$ cat config.mk
export PLATFORM = sky130hd
export DESIGN_NAME = sportTop
export DESIGN_NICKNAME = d
export VERILOG_FILES = /design/src/rtl/sportPkg.sv /design/src/rtl/sportCtlRegs.sv /design/src/rtl/sportClkGen.sv /design/src/rtl/sportTx.sv /design/src/rtl/sportRx.sv /design/src/rtl/sportTop.sv
export VERILOG_INCLUDE_DIRS = /design/src /design/src/rtl
export SDC_FILE = /design/constraint.sdc
export NUM_CORES = 1
export LEC_CHECK = 0
export BUFFER_PORTS_ARGS = -buffer_cell sky130_fd_sc_hd__buf_2
export CAP_MARGIN = 0
export CELL_PAD_IN_SITES_DETAIL_PLACEMENT = 1
export CELL_PAD_IN_SITES_GLOBAL_PLACEMENT = 1
export CORE_ASPECT_RATIO = 1.2
export CORE_UTILIZATION = 36
export DETAILED_ROUTE_END_ITERATION = 7
export GPL_TIMING_DRIVEN = 0
export PLACE_DENSITY = 0.72
export SLEW_MARGIN = 20
export SYNTH_ARGS = -nofsm -noshare
export SYNTH_HDL_FRONTEND = slang
export SYNTH_SLANG_ARGS = --single-unit
export TNS_END_PERCENT = 20
$ cat constraint.sdc
create_clock -name DSPCLK -period 6.1 [get_ports DSPCLK]
set_input_delay 1.22 -clock DSPCLK [delete_from_list [all_inputs] [get_ports DSPCLK]]
set_output_delay 1.22 -clock DSPCLK [all_outputs]
set_load 0.005 [all_outputs]
$ cat src/rtl/sport_cfg.svh
`ifndef SPORT_CFG_SVH
`define SPORT_CFG_SVH

`default_nettype none

// --------------------
// Data path width
// --------------------
`define SPORT_DATA_W 16

// --------------------
// AC'97 presets
// --------------------
`define SPORT_AC97_FSDIV 16'h00FF

// ISCLK, ITFS and SLEN of 15
`define SPORT_AC97_SCTL 16'h420F

// Stored MWORD form, bits 10 to 8 map to MWORD 15 to 13 and bits 7 to 0 stay in place
`define SPORT_AC97_MWORD 12'h2FF

`default_nettype wire

`endif

$ cat src/rtl/sportPkg.sv
`include "sport_cfg.svh"
`default_nettype none

package sportPkg;

  // --------------------
  // Register map
  // --------------------
  typedef enum logic [2:0]
  {
    REG_AUTO    = 3'd0,
    REG_FSDIV   = 3'd1,
    REG_SCLKDIV = 3'd2,
    REG_SCTL    = 3'd3,
    REG_MWORD   = 3'd4,
    REG_TXDATA  = 3'd5,
    REG_RXDATA  = 3'd6
  } regAddrT;

  // --------------------
  // Payload types
  // --------------------
  typedef logic [`SPORT_DATA_W-1:0] dataWordT;

  typedef logic [4:0] slenT;  // Word length minus one

endpackage

`default_nettype wire

$ cat src/rtl/sportCtlRegs.sv
`include "sport_cfg.svh"
`timescale 1ns/1ns
`default_nettype none

module sportCtlRegs
(
  input  wire                          DSPCLK,
  input  wire                          RST,
  input  wire sportPkg::regAddrT       regAddr,
  input  wire                          regWe,
  input  wire sportPkg::dataWordT      dmdIn,
  output sportPkg::dataWordT           dmdOut,
  input  wire sportPkg::dataWordT      rxWord,
  input  wire [1:0]                    slot1Ext,
  input  wire [3:0]                    slotNum,
  output logic                         txLoad,
  output sportPkg::dataWordT           txWord,
  output sportPkg::dataWordT           fsDiv,
  output sportPkg::dataWordT           sclkDiv,
  output logic                         iSclk,
  output logic                         loopBack,
  output logic                         invTfs,
  output sportPkg::slenT               slen,
  output logic                         pdForce,
  output logic                         xtalDis
);

  import sportPkg::*;

  logic autoWe;
  logic fsDivWe;
  logic sclkDivWe;
  logic sctlWe;
  logic mwordWe;
  logic ac97Preset;
  logic ac97Mode;

  dataWordT autoReg;
  dataWordT sctlReg;
  dataWordT mwordRd;
  logic [10:0] mwStore;  // MWORD bits 15 to 13 and 7 to 0
  logic [10:0] mwNext;

  // --------------------
  // Address decode
  // --------------------
  assign autoWe    = regWe && (regAddr == REG_AUTO);
  assign fsDivWe   = regWe && (regAddr == REG_FSDIV);
  assign sclkDivWe = regWe && (regAddr == REG_SCLKDIV);
  assign sctlWe    = regWe && (regAddr == REG_SCTL);
  assign mwordWe   = regWe && (regAddr == REG_MWORD);
  assign txLoad    = regWe && (regAddr == REG_TXDATA);
  assign txWord    = dmdIn;

  assign ac97Preset = mwordWe && dmdIn[14];  // One MWORD write sets up the whole port

  // --------------------
  // Registers
  // --------------------
  always_ff @(posedge DSPCLK or posedge RST)
  begin
    if (RST)
      autoReg <= '0;
    else if (autoWe)
      autoReg <= dmdIn;
    else
      autoReg[13] <= 1'b0;  // Powerdown force lasts a single cycle
  end

  always_ff @(posedge DSPCLK or posedge RST)
  begin
    if (RST)
      fsDiv <= '0;
    else if (ac97Preset)
      fsDiv <= `SPORT_AC97_FSDIV;
    else if (fsDivWe)
      fsDiv <= dmdIn;
  end

  always_ff @(posedge DSPCLK or posedge RST)
  begin
    if (RST)
      sclkDiv <= '0;
    else if (sclkDivWe)
      sclkDiv <= dmdIn;
  end

  always_ff @(posedge DSPCLK or posedge RST)
  begin
    if (RST)
      sctlReg <= '0;
    else if (ac97Preset)
      sctlReg <= `SPORT_AC97_SCTL;
    else if (sctlWe)
      sctlReg <= dmdIn;
  end

  // The preset keeps the written bit 13 on top of the fixed AC'97 word
  assign mwNext = ac97Preset ? (11'(`SPORT_AC97_MWORD) | {2'b00, dmdIn[13], 8'h00}) :
                               {dmdIn[15:13], dmdIn[7:0]};

  always_ff @(posedge DSPCLK or posedge RST)
  begin
    if (RST)
      mwStore <= '0;
    else if (mwordWe)
      mwStore <= mwNext;
  end

  // --------------------
  // Field outputs
  // --------------------
  assign loopBack = sctlReg[15];
  assign iSclk    = sctlReg[14];
  assign invTfs   = sctlReg[7];
  assign slen     = {mwStore[10], sctlReg[3:0]};  // MWORD bit 15 extends SLEN
  assign xtalDis  = autoReg[15];
  assign pdForce  = autoReg[13];

  // --------------------
  // Read-back
  // --------------------
  assign ac97Mode = mwStore[9];

  always_comb
  begin
    if (ac97Mode)
      mwordRd = {mwStore[10:9], slot1Ext, slotNum, mwStore[7:0]};  // Slot status replaces 13 to 8
    else
      mwordRd = {mwStore[10:8], 5'b00000, mwStore[7:0]};
  end

  always_comb
  begin
    case (regAddr)
      REG_AUTO:    dmdOut = autoReg;
      REG_FSDIV:   dmdOut = fsDiv;
      REG_SCLKDIV: dmdOut = sclkDiv;
      REG_SCTL:    dmdOut = sctlReg;
      REG_MWORD:   dmdOut = mwordRd;
      REG_RXDATA:  dmdOut = rxWord;
      default:     dmdOut = '0;  // TXDATA is write only
    endcase
  end

endmodule

`default_nettype wire

$ cat src/rtl/sportClkGen.sv
`timescale 1ns/1ns
`default_nettype none

module sportClkGen
(
  input  wire                     DSPCLK,
  input  wire                     RST,
  input  wire                     iSclk,
  input  wire sportPkg::dataWordT sclkDiv,
  input  wire sportPkg::dataWordT fsDiv,
  output logic                    sclkRise,
  output logic                    sclkFall,
  output logic                    tfsPulse
);

  import sportPkg::*;

  dataWordT divCnt;
  dataWordT fsCnt;
  logic sclkPhase;  // High between a rise and the following fall
  logic halfDone;

  // --------------------
  // Serial clock
  // --------------------
  assign halfDone = iSclk && (divCnt >= sclkDiv);
  assign sclkRise = halfDone && !sclkPhase;
  assign sclkFall = halfDone && sclkPhase;

  always_ff @(posedge DSPCLK or posedge RST)
  begin
    if (RST)
    begin
      divCnt    <= '0;
      sclkPhase <= 1'b0;
    end
    else if (!iSclk)
    begin
      divCnt    <= '0;
      sclkPhase <= 1'b0;
    end
    else if (halfDone)
    begin
      divCnt    <= '0;
      sclkPhase <= !sclkPhase;
    end
    else
      divCnt <= divCnt + dataWordT'(1);
  end

  // --------------------
  // Frame sync
  // --------------------
  assign tfsPulse = sclkFall && (fsCnt == '0);  // First fall after enable starts a frame

  always_ff @(posedge DSPCLK or posedge RST)
  begin
    if (RST)
      fsCnt <= '0;
    else if (!iSclk)
      fsCnt <= '0;
    else if (sclkFall)
      fsCnt <= (fsCnt >= fsDiv) ? '0 : fsCnt + dataWordT'(1);
  end

endmodule

`default_nettype wire

$ cat src/rtl/sportTx.sv
`timescale 1ns/1ns
`default_nettype none

module sportTx
(
  input  wire                     DSPCLK,
  input  wire                     RST,
  input  wire                     txLoad,
  input  wire sportPkg::dataWordT txWord,
  input  wire sportPkg::slenT     slen,
  input  wire                     invTfs,
  input  wire                     sclkFall,
  input  wire                     tfsPulse,
  output logic                    txSerial,
  output logic                    tfsOut,
  output logic                    txEmpty
);

  import sportPkg::*;

  localparam int DataW = $bits(dataWordT);

  dataWordT txBuf;
  dataWordT shiftReg;
  dataWordT alignedWord;
  slenT bitCnt;
  logic bufFull;
  logic shifting;
  logic tfsFlag;
  logic loadShift;

  assign loadShift = tfsPulse && bufFull;
  assign txEmpty   = loadShift;
  assign txSerial  = shiftReg[DataW-1];  // MSB first
  assign tfsOut    = tfsFlag ^ invTfs;

  // Put the top bit of the word at the MSB of the shifter
  always_comb
  begin
    if (slen >= slenT'(DataW - 1))
      alignedWord = txBuf;
    else
      alignedWord = txBuf << (slenT'(DataW - 1) - slen);
  end

  // --------------------
  // Transmit buffer
  // --------------------
  always_ff @(posedge DSPCLK)
  begin
    if (txLoad)
      txBuf <= txWord;
  end

  always_ff @(posedge DSPCLK or posedge RST)
  begin
    if (RST)
      bufFull <= 1'b0;
    else if (txLoad)
      bufFull <= 1'b1;  // A late write replaces the waiting word
    else if (loadShift)
      bufFull <= 1'b0;
  end

  // --------------------
  // Shifter
  // --------------------
  always_ff @(posedge DSPCLK or posedge RST)
  begin
    if (RST)
    begin
      shiftReg <= '0;
      bitCnt   <= '0;
      shifting <= 1'b0;
      tfsFlag  <= 1'b0;
    end
    else if (loadShift)
    begin
      shiftReg <= alignedWord;
      bitCnt   <= slen;
      shifting <= 1'b1;
      tfsFlag  <= 1'b1;
    end
    else if (sclkFall)
    begin
      tfsFlag <= 1'b0;  // Frame sync spans one serial clock period
      if (shifting)
      begin
        shiftReg <= shiftReg << 1;
        if (bitCnt == '0)
          shifting <= 1'b0;
        else
          bitCnt <= bitCnt - slenT'(1);
      end
    end
  end

endmodule

`default_nettype wire

$ cat src/rtl/sportRx.sv
`timescale 1ns/1ns
`default_nettype none

module sportRx
(
  input  wire                 DSPCLK,
  input  wire                 RST,
  input  wire                 drSerial,
  input  wire                 frameStart,
  input  wire                 sclkRise,
  input  wire sportPkg::slenT slen,
  output sportPkg::dataWordT  rxWord,
  output logic                rxReady
);

  import sportPkg::*;

  localparam int DataW = $bits(dataWordT);

  dataWordT shiftReg;
  dataWordT shiftNext;
  slenT remaining;
  slenT remNext;
  logic active;
  logic sampleNow;
  logic wordDone;

  // --------------------
  // Sampling
  // --------------------
  assign sampleNow = sclkRise && (frameStart || active);

  // A frame sync restarts the word, with the first bit already on the line
  assign shiftNext = frameStart ? {{(DataW-1){1'b0}}, drSerial} :
                                  {shiftReg[DataW-2:0], drSerial};
  assign remNext   = frameStart ? slen : remaining - slenT'(1);
  assign wordDone  = sampleNow && (remNext == '0);

  always_ff @(posedge DSPCLK)
  begin
    if (sampleNow)
      shiftReg <= shiftNext;
  end

  always_ff @(posedge DSPCLK or posedge RST)
  begin
    if (RST)
    begin
      remaining <= '0;
      active    <= 1'b0;
    end
    else if (sampleNow)
    begin
      remaining <= remNext;
      active    <= !wordDone;
    end
  end

  // --------------------
  // Receive buffer
  // --------------------
  always_ff @(posedge DSPCLK or posedge RST)
  begin
    if (RST)
    begin
      rxWord  <= '0;
      rxReady <= 1'b0;
    end
    else
    begin
      rxReady <= wordDone;
      if (wordDone)
        rxWord <= shiftNext;  // Right aligned, upper bits zero
    end
  end

endmodule

`default_nettype wire

$ cat src/rtl/sportTop.sv
`timescale 1ns/1ns
`default_nettype none

module sportTop
(
  input  wire                     DSPCLK,
  input  wire                     RST,
  input  wire sportPkg::regAddrT  regAddr,
  input  wire                     regWe,
  input  wire sportPkg::dataWordT dmdIn,
  output sportPkg::dataWordT      dmdOut,
  input  wire [1:0]               slot1Ext,
  input  wire [3:0]               slotNum,
  input  wire                     drIn,
  output logic                    dtOut,
  output logic                    tfsOut,
  output logic                    rxReady,
  output logic                    txEmpty,
  output logic                    pdForce,
  output logic                    xtalDis
);

  import sportPkg::*;

  dataWordT txWord;
  dataWordT fsDiv;
  dataWordT sclkDiv;
  dataWordT rxWord;
  slenT slen;
  logic txLoad;
  logic iSclk;
  logic loopBack;
  logic invTfs;
  logic sclkRise;
  logic sclkFall;
  logic tfsPulse;
  logic txSerial;
  logic drSerial;
  logic frameStart;

  // --------------------
  // Serial paths
  // --------------------
  assign dtOut      = txSerial;
  assign drSerial   = loopBack ? txSerial : drIn;  // Internal loopback
  assign frameStart = tfsOut ^ invTfs;  // Receive frame follows transmit frame

  sportCtlRegs ctlRegs_i
  (
    .DSPCLK   (DSPCLK),
    .RST      (RST),
    .regAddr  (regAddr),
    .regWe    (regWe),
    .dmdIn    (dmdIn),
    .dmdOut   (dmdOut),
    .rxWord   (rxWord),
    .slot1Ext (slot1Ext),
    .slotNum  (slotNum),
    .txLoad   (txLoad),
    .txWord   (txWord),
    .fsDiv    (fsDiv),
    .sclkDiv  (sclkDiv),
    .iSclk    (iSclk),
    .loopBack (loopBack),
    .invTfs   (invTfs),
    .slen     (slen),
    .pdForce  (pdForce),
    .xtalDis  (xtalDis)
  );

  sportClkGen clkGen_i
  (
    .DSPCLK   (DSPCLK),
    .RST      (RST),
    .iSclk    (iSclk),
    .sclkDiv  (sclkDiv),
    .fsDiv    (fsDiv),
    .sclkRise (sclkRise),
    .sclkFall (sclkFall),
    .tfsPulse (tfsPulse)
  );

  sportTx tx_i
  (
    .DSPCLK   (DSPCLK),
    .RST      (RST),
    .txLoad   (txLoad),
    .txWord   (txWord),
    .slen     (slen),
    .invTfs   (invTfs),
    .sclkFall (sclkFall),
    .tfsPulse (tfsPulse),
    .txSerial (txSerial),
    .tfsOut   (tfsOut),
    .txEmpty  (txEmpty)
  );

  sportRx rx_i
  (
    .DSPCLK     (DSPCLK),
    .RST        (RST),
    .drSerial   (drSerial),
    .frameStart (frameStart),
    .sclkRise   (sclkRise),
    .slen       (slen),
    .rxWord     (rxWord),
    .rxReady    (rxReady)
  );

endmodule

`default_nettype wire

# == After elaboration in Yosys (flattened, before gate mapping) ==
# Index checks and enable logic that the tools add are counted.
# totals
regBits,186
inputBits,29
output_inout_bits,22
wordCells,102
# classes
addsub,5
order_cmp,3
eq_ne,9
shift,1
mux,34
bitwise_logic,2
reduce_logical,28
# ops
operator,count
$mux 16,14
$pmux 16 s6,1
$add 16x1->16 const B,2
$ge 16x16->1,2
$mux 5,5
$logic_not 16->1,1
$shl 16x5->16,1
$mux 15,1
$logic_and 1x1->1,14
$mux 1,12
$mux 11,1
$logic_not 5->1,2
$reduce_bool 2->1,5
$sub 5x1->5 const B,2
$eq 3x3->1 const B,3
$eq 3x2->1 const B,2
$ge 5x4->1 const B,1
$sub 4x5->5 const A,1
$ne 2x1->1 const B,2
$eq 3x1->1 const B,1
$logic_not 3->1,1
$reduce_and 3->1,1
$logic_not 1->1,2
$ne 2x2->1 const B,1
other kinds (3),4

# == Logic depth before layout (Yosys ltp) ==
# depth
depth_word,7
ltp_mapped,10

# == By module ==
# From an unflattened synthesis, not the netlist that was laid out.
# hier_totals
cells_unflattened,1054
hier_area_um2,10761.6
# modules_own_cells
module,n_inst,cells_each,area_per_inst_um2,seq_area_each_um2
sportCtlRegs,1,395,3995.1,1876.8
sportClkGen,1,314,2681.3,825.8
sportTx,1,232,2408.6,1081.0
sportRx,1,111,1652.8,1026.0
sportTop,1,2,23.8,0.0

# == Worst setup path before layout ==
# No wires, ideal clock.
# synth_timing
path_type,input to output
start,input regAddr[1]
end,output dmdOut[15]
arrival_ns,2.430
t_required_ns,4.880
path_slack_ns,2.450
path_stages,7
n_path_buf,3
cell_sequence,clkbuf_1 > clkbuf_1 > clkbuf_1 > nand2_1 > o21ai_0 > a22oi_1 > o22ai_1
# synth_between
elab_chain_len,2
elab_cells_between_ends,7
cone_classes,eq/ne (5); mux (1); reduce/logical (1)
# synth_lines
item,line,rtl
start: declaration,sportTop.sv:8,"input wire sportPkg::regAddrT regAddr,"
"$eq 3x3->1, or another cell as far along",sportCtlRegs.sv:135,case (regAddr)
$pmux 16 s6 (*),sportCtlRegs.sv:135,
end: declaration,sportTop.sv:11,"output sportPkg::dataWordT dmdOut,"
# Mark *: on every way between the ends. The rest lies on a longest branch, timed or not.

# == Worst setup path after layout ==
# Same ends and word-level chain as after synthesis.

==> metrics.md <==
| Metric | Value |
|---|---|
| Layout Nets | `1173` |
| Proportion of netlist area held by the largest area contributor | `0.381` |
| Cells on Worst Hold Path | `1` |
| CTS tree | `yes` |
| Worst supply voltage drop on vdd | `0.205 mV` |
| Most repeated library cell on the critical path | `clkbuf_1` |
| Worst setup path class | `input port to output pin` |
| RSZ-0062 raised after global routing | `false` |
| Core area | `27800 µm²` |
| Post-detailed-route DRC marker count | `0` |
| Register bit total from synthesis | `186` |
| Yosys Warn Count | `0` |
| Overflow after GRT | `0` |
| Start of the worst register-to-register path | `clkGen_i.divCnt[0]` |
| Cell type with the highest aggregate area in the netlist | `dfrtp_1` |
| Final Total Pwr | `3.25 mW` |
| Vias in the first global route | `8875` |
| Worst-path cell with the longest stage delay | `clkbuf_1` |
| Power per cell area | `283 nW/µm²` |
| Critical Path AT | `3.64 ns` |
| Outcome | `finished clean` |
| Sequential-to-total area share from yosys stat | `0.473` |
| Antenna cells | `0` |
| Count of filler cells inserted in the layout | `3246` |
| Per-cell via count in the routed design | `5.61` |
| Power dissipated by switching net loads | `1.03 mW` |
| Length of the first detailed-routing pass in iterations | `5` |
| Final setup violation count | `0` |
| Worst relative slew slack | `0.265` |
| Hold violation total from the final report | `0` |
| Worst-case clock skew | `0.0110 ns` |
| Post-layout minimum cycle time | `4.86 ns` |
| Combinational fraction of design power | `0.216` |
| Half-perimeter wire length after placement | `23900 µm` |
| Weighted congestion at the end of routability-driven global placement | `0.907` |
| Kind of cell adding the most delay to the critical path | `buffers and inverters` |
| Hold-fix buffers at CTS | `0` |
| Most common cell after layout, fill and taps aside | `dfrtp_1` |
| Top library cells by usage in the layout, fill and taps aside | `dfrtp_1, nand2_1, nor2_1` |
| Die Span Y | `186 µm` |
| Total track usage | `0.236` |
| Initial detailed-routing violation count | `534` |
| Worst flop-to-flop path endpoint | `clkGen_i.fsCnt[13]` |
| Worst Setup End Kind | `output pin` |
| Max-cap violations | `0` |
| Share of final-layout standard cells stronger than drive strength 1 | `0.139` |
| Post-synth cell types | `66` |
| Leakage power | `4.94 nW` |
| Worst Path Buf+Inv | `5` |
| Portion of total power attributed to the clock network | `0.337` |
| Proportion of power drawn by flip-flops and latches | `0.446` |
| Slew at the pin with the worst max-slew slack | `1.09 ns` |
| Maximum frequency from static timing analysis | `206 MHz` |
| Instance count of the mapped netlist | `1036` |
| Pint | `2.22 mW` |
| Post-CTS Repair Setup Buffers | `0` |
| Starting density of the core | `0.365` |
| Via count of the routed design | `8406` |
| Synthesized area | `10200 µm²` |
| Total number of H-tree levels | `4` |
| Reg2reg setup slack | `2.88 ns` |
| FP Rows | `67` |
| Setup crit start kind | `input port` |
| Startpoint of the lowest-slack hold path | `ctlRegs_i.autoReg[4]` |
| Top post-synthesis cells by area | `dfrtp_1, edfxtp_1, nand2_1, ha_1, mux2_2` |
| Synthesized net count | `1103` |
| Number of clock sinks | `186` |
| Maximum number of pins on one net before global-route repair | `100` |
| Average footprint of a synthesized cell | `9.82 µm²` |
| Die area | `28900 µm²` |
| Switching share of total power | `0.316` |
| Maximum net fanout on the critical path | `10` |
| Endpoint, Worst Hold | `ctlRegs_i.autoReg[4]` |
| I/O pin count | `51` |
| Proportion of synthesized flip-flops having asynchronous set or reset | `0.833` |
| Deepest clock path buffer count | `2` |
| Part of the cycle the worst path needs | `0.796` |
| Cell count of the worst reg-to-reg path | `9` |
| Number of buffers inserted during clock tree synthesis | `17` |
| Antenna violations before repair | `0` |
| Routed wirelength normalized by instance count | `21.4 µm` |
| Worst-Skew Late Latency | `0.45 ns` |
| Number of buffers inserted by port buffering | `50` |
| Highest cell delay on the worst timing path | `0.55 ns` |
| Accumulated negative setup slack | `0 ns` |
| Root buffer selected by CTS | `clkbuf_16` |
| Post-synth EDFFs | `31` |
| Routed Antenna Nets | `0` |
| Post-Route WL | `32100 µm` |
| Wire length of the first global-routing pass | `51200 µm` |
| Type of the most critical hold path | `register to register` |
| Cell chain of the critical path | `buf_2 -> clkbuf_1 -> clkbuf_1 -> clkbuf_1 -> o21ai_0 -> a22oi_1 -> o22ai_1 -> buf_2` |
| Width of the chip | `155 µm` |
| Number of pins exceeding their max-slew limit in the final report | `0` |
| Clock transition time at the flip-flop clock pins of the worst setup and hold paths | `0.07 ns` |
| Required time at the worst-slack endpoint | `4.88 ns` |
| Top flip-flop cell by instance count after synthesis | `dfrtp_1` |
| Synth-to-Final Area Change | `13.0%` |
| Gates resized, CTS repair | `0` |
## kinds of logic after synthesis
logic type	count (synthesis)	synth area share
and+or+nand+nor	344	0.156
AOI/OAI and AO/OA	253	0.161
DFF	186	0.473
buffers and inverters	115	0.0456
muxes	78	0.0982
adders and majority gates	38	0.0468
xor gates and xnor gates	22	0.0189
## power by group through the flow
stage | Sequential, mW | Clock [mW] | Combinational [mW]
2_1_floorplan | 1.44 | 0 | 0.476
3_5_place_dp | 1.47 | 0 | 0.693
6_report | 1.45 | 1.10 | 0.703
4_1_cts | 1.45 | 1.12 | 0.701
5_1_grt | 1.46 | 1.16 | 0.778
3_3_place_gp | 1.47 | 0 | 0.673
## metrics by stage
step / instance area, µm² / hold slack, ns / setup slack [ns] / cells / utilization
floorplan: 10200 / 0.464 / 0.702 / 1036 / -
global placement: 10900 / 0.485 / -1.46 / 1465 / 0.391
detailed placement: 10900 / 0.497 / 1.29 / 1466 / 0.393
CTS: 11500 / 0.509 / 1.28 / 1498 / 0.413
global route: 11500 / 0.528 / 1.07 / 1498 / 0.413
finish: 11500 / 0.510 / 1.24 / 1498 / 0.413
## state kept, by name (all words and copies together), names as in the netlist
name and flops:
ctlRegs_i.mwStore 11, ctlRegs_i.sclkDiv 16, rx_i.shiftReg 15, tx_i.bufFull 1
rx_i.rxReady 1, rx_i.remaining 5, tx_i.tfsFlag 1, rx_i.rxWord 16
ctlRegs_i.fsDiv 16, tx_i.bitCnt 5, tx_i.shifting 1, rx_i.active 1
tx_i.txBuf 16, ctlRegs_i.autoReg 16, clkGen_i.divCnt 16, clkGen_i.sclkPhase 1
clkGen_i.fsCnt 16, ctlRegs_i.sctlReg 16, tx_i.shiftReg 16
## metal layers
layer / vias to the layer above / track usage / share of wire
met3: 75 / 0.0340 / 0.038
met5: - / 0 / 0
li1: 3864 / - / -
met1: 4235 / 0.287 / 0.42
met4: 0 / 0.127 / 0.045
met2: 232 / 0.406 / 0.50
## cell type report
cell class	count	area, µm²	area share
Multi-Input combinational cell	735	4900	0.426
Sequential cell	186	4810	0.419
Tap cell	379	474	0.0413
Clock buffer	20	447	0.0389
Timing Repair Buffer	51	278	0.0242
Buffer	59	255	0.0222
Inverter	56	218	0.0189
Clock inverter	12	114	0.00991
## cell usage after synthesis (2+ instances only)
cell type	count
dfrtp_1	155
nand2_1	138
nor2_1	78
o21ai_0	66
a21oi_1	61
inv_1	55
clkbuf_1	46
nand3_1	39
ha_1	38
mux2_2	38
edfxtp_1	31
nor2b_1	24
mux2i_1	21
o22ai_1	20
a22oi_1	18
a2bb2oi_1	17
nand4_1	17
o211ai_1	16
xor2_1	13
and3_1	11
mux4_2	10
mux2_4	9
nand2b_1	9
xnor2_1	9
o221ai_1	8
a211oi_1	6
buf_1	6
nor3_1	6
o2bb2ai_1	5
a21o_1	4
buf_2	4
nor4_1	4
a211o_1	3
a221o_1	3
a31oi_1	3
a32o_1	3
and2_1	3
nor3b_1	3
o21a_1	3
o31ai_1	3
a22o_1	2
o32a_2	2
or2_2	2
or3_1	2
## worst max-delay path by stage
stage	start	endpoint	slack, ns	depth (start not counted)
6_report	regAddr[1]	dmdOut[15]	1.24	8
3_3_place_gp	RST	tx_i.shiftReg[3]	-1.46	2
2_1_floorplan	RST	clkGen_i.divCnt[0]	0.70	1
4_1_cts	regAddr[1]	dmdOut[15]	1.28	8
5_1_grt	regAddr[1]	dmdOut[15]	1.07	8
3_5_place_dp	regAddr[1]	dmdOut[15]	1.29	8
(Power assumes the default switching activity.)
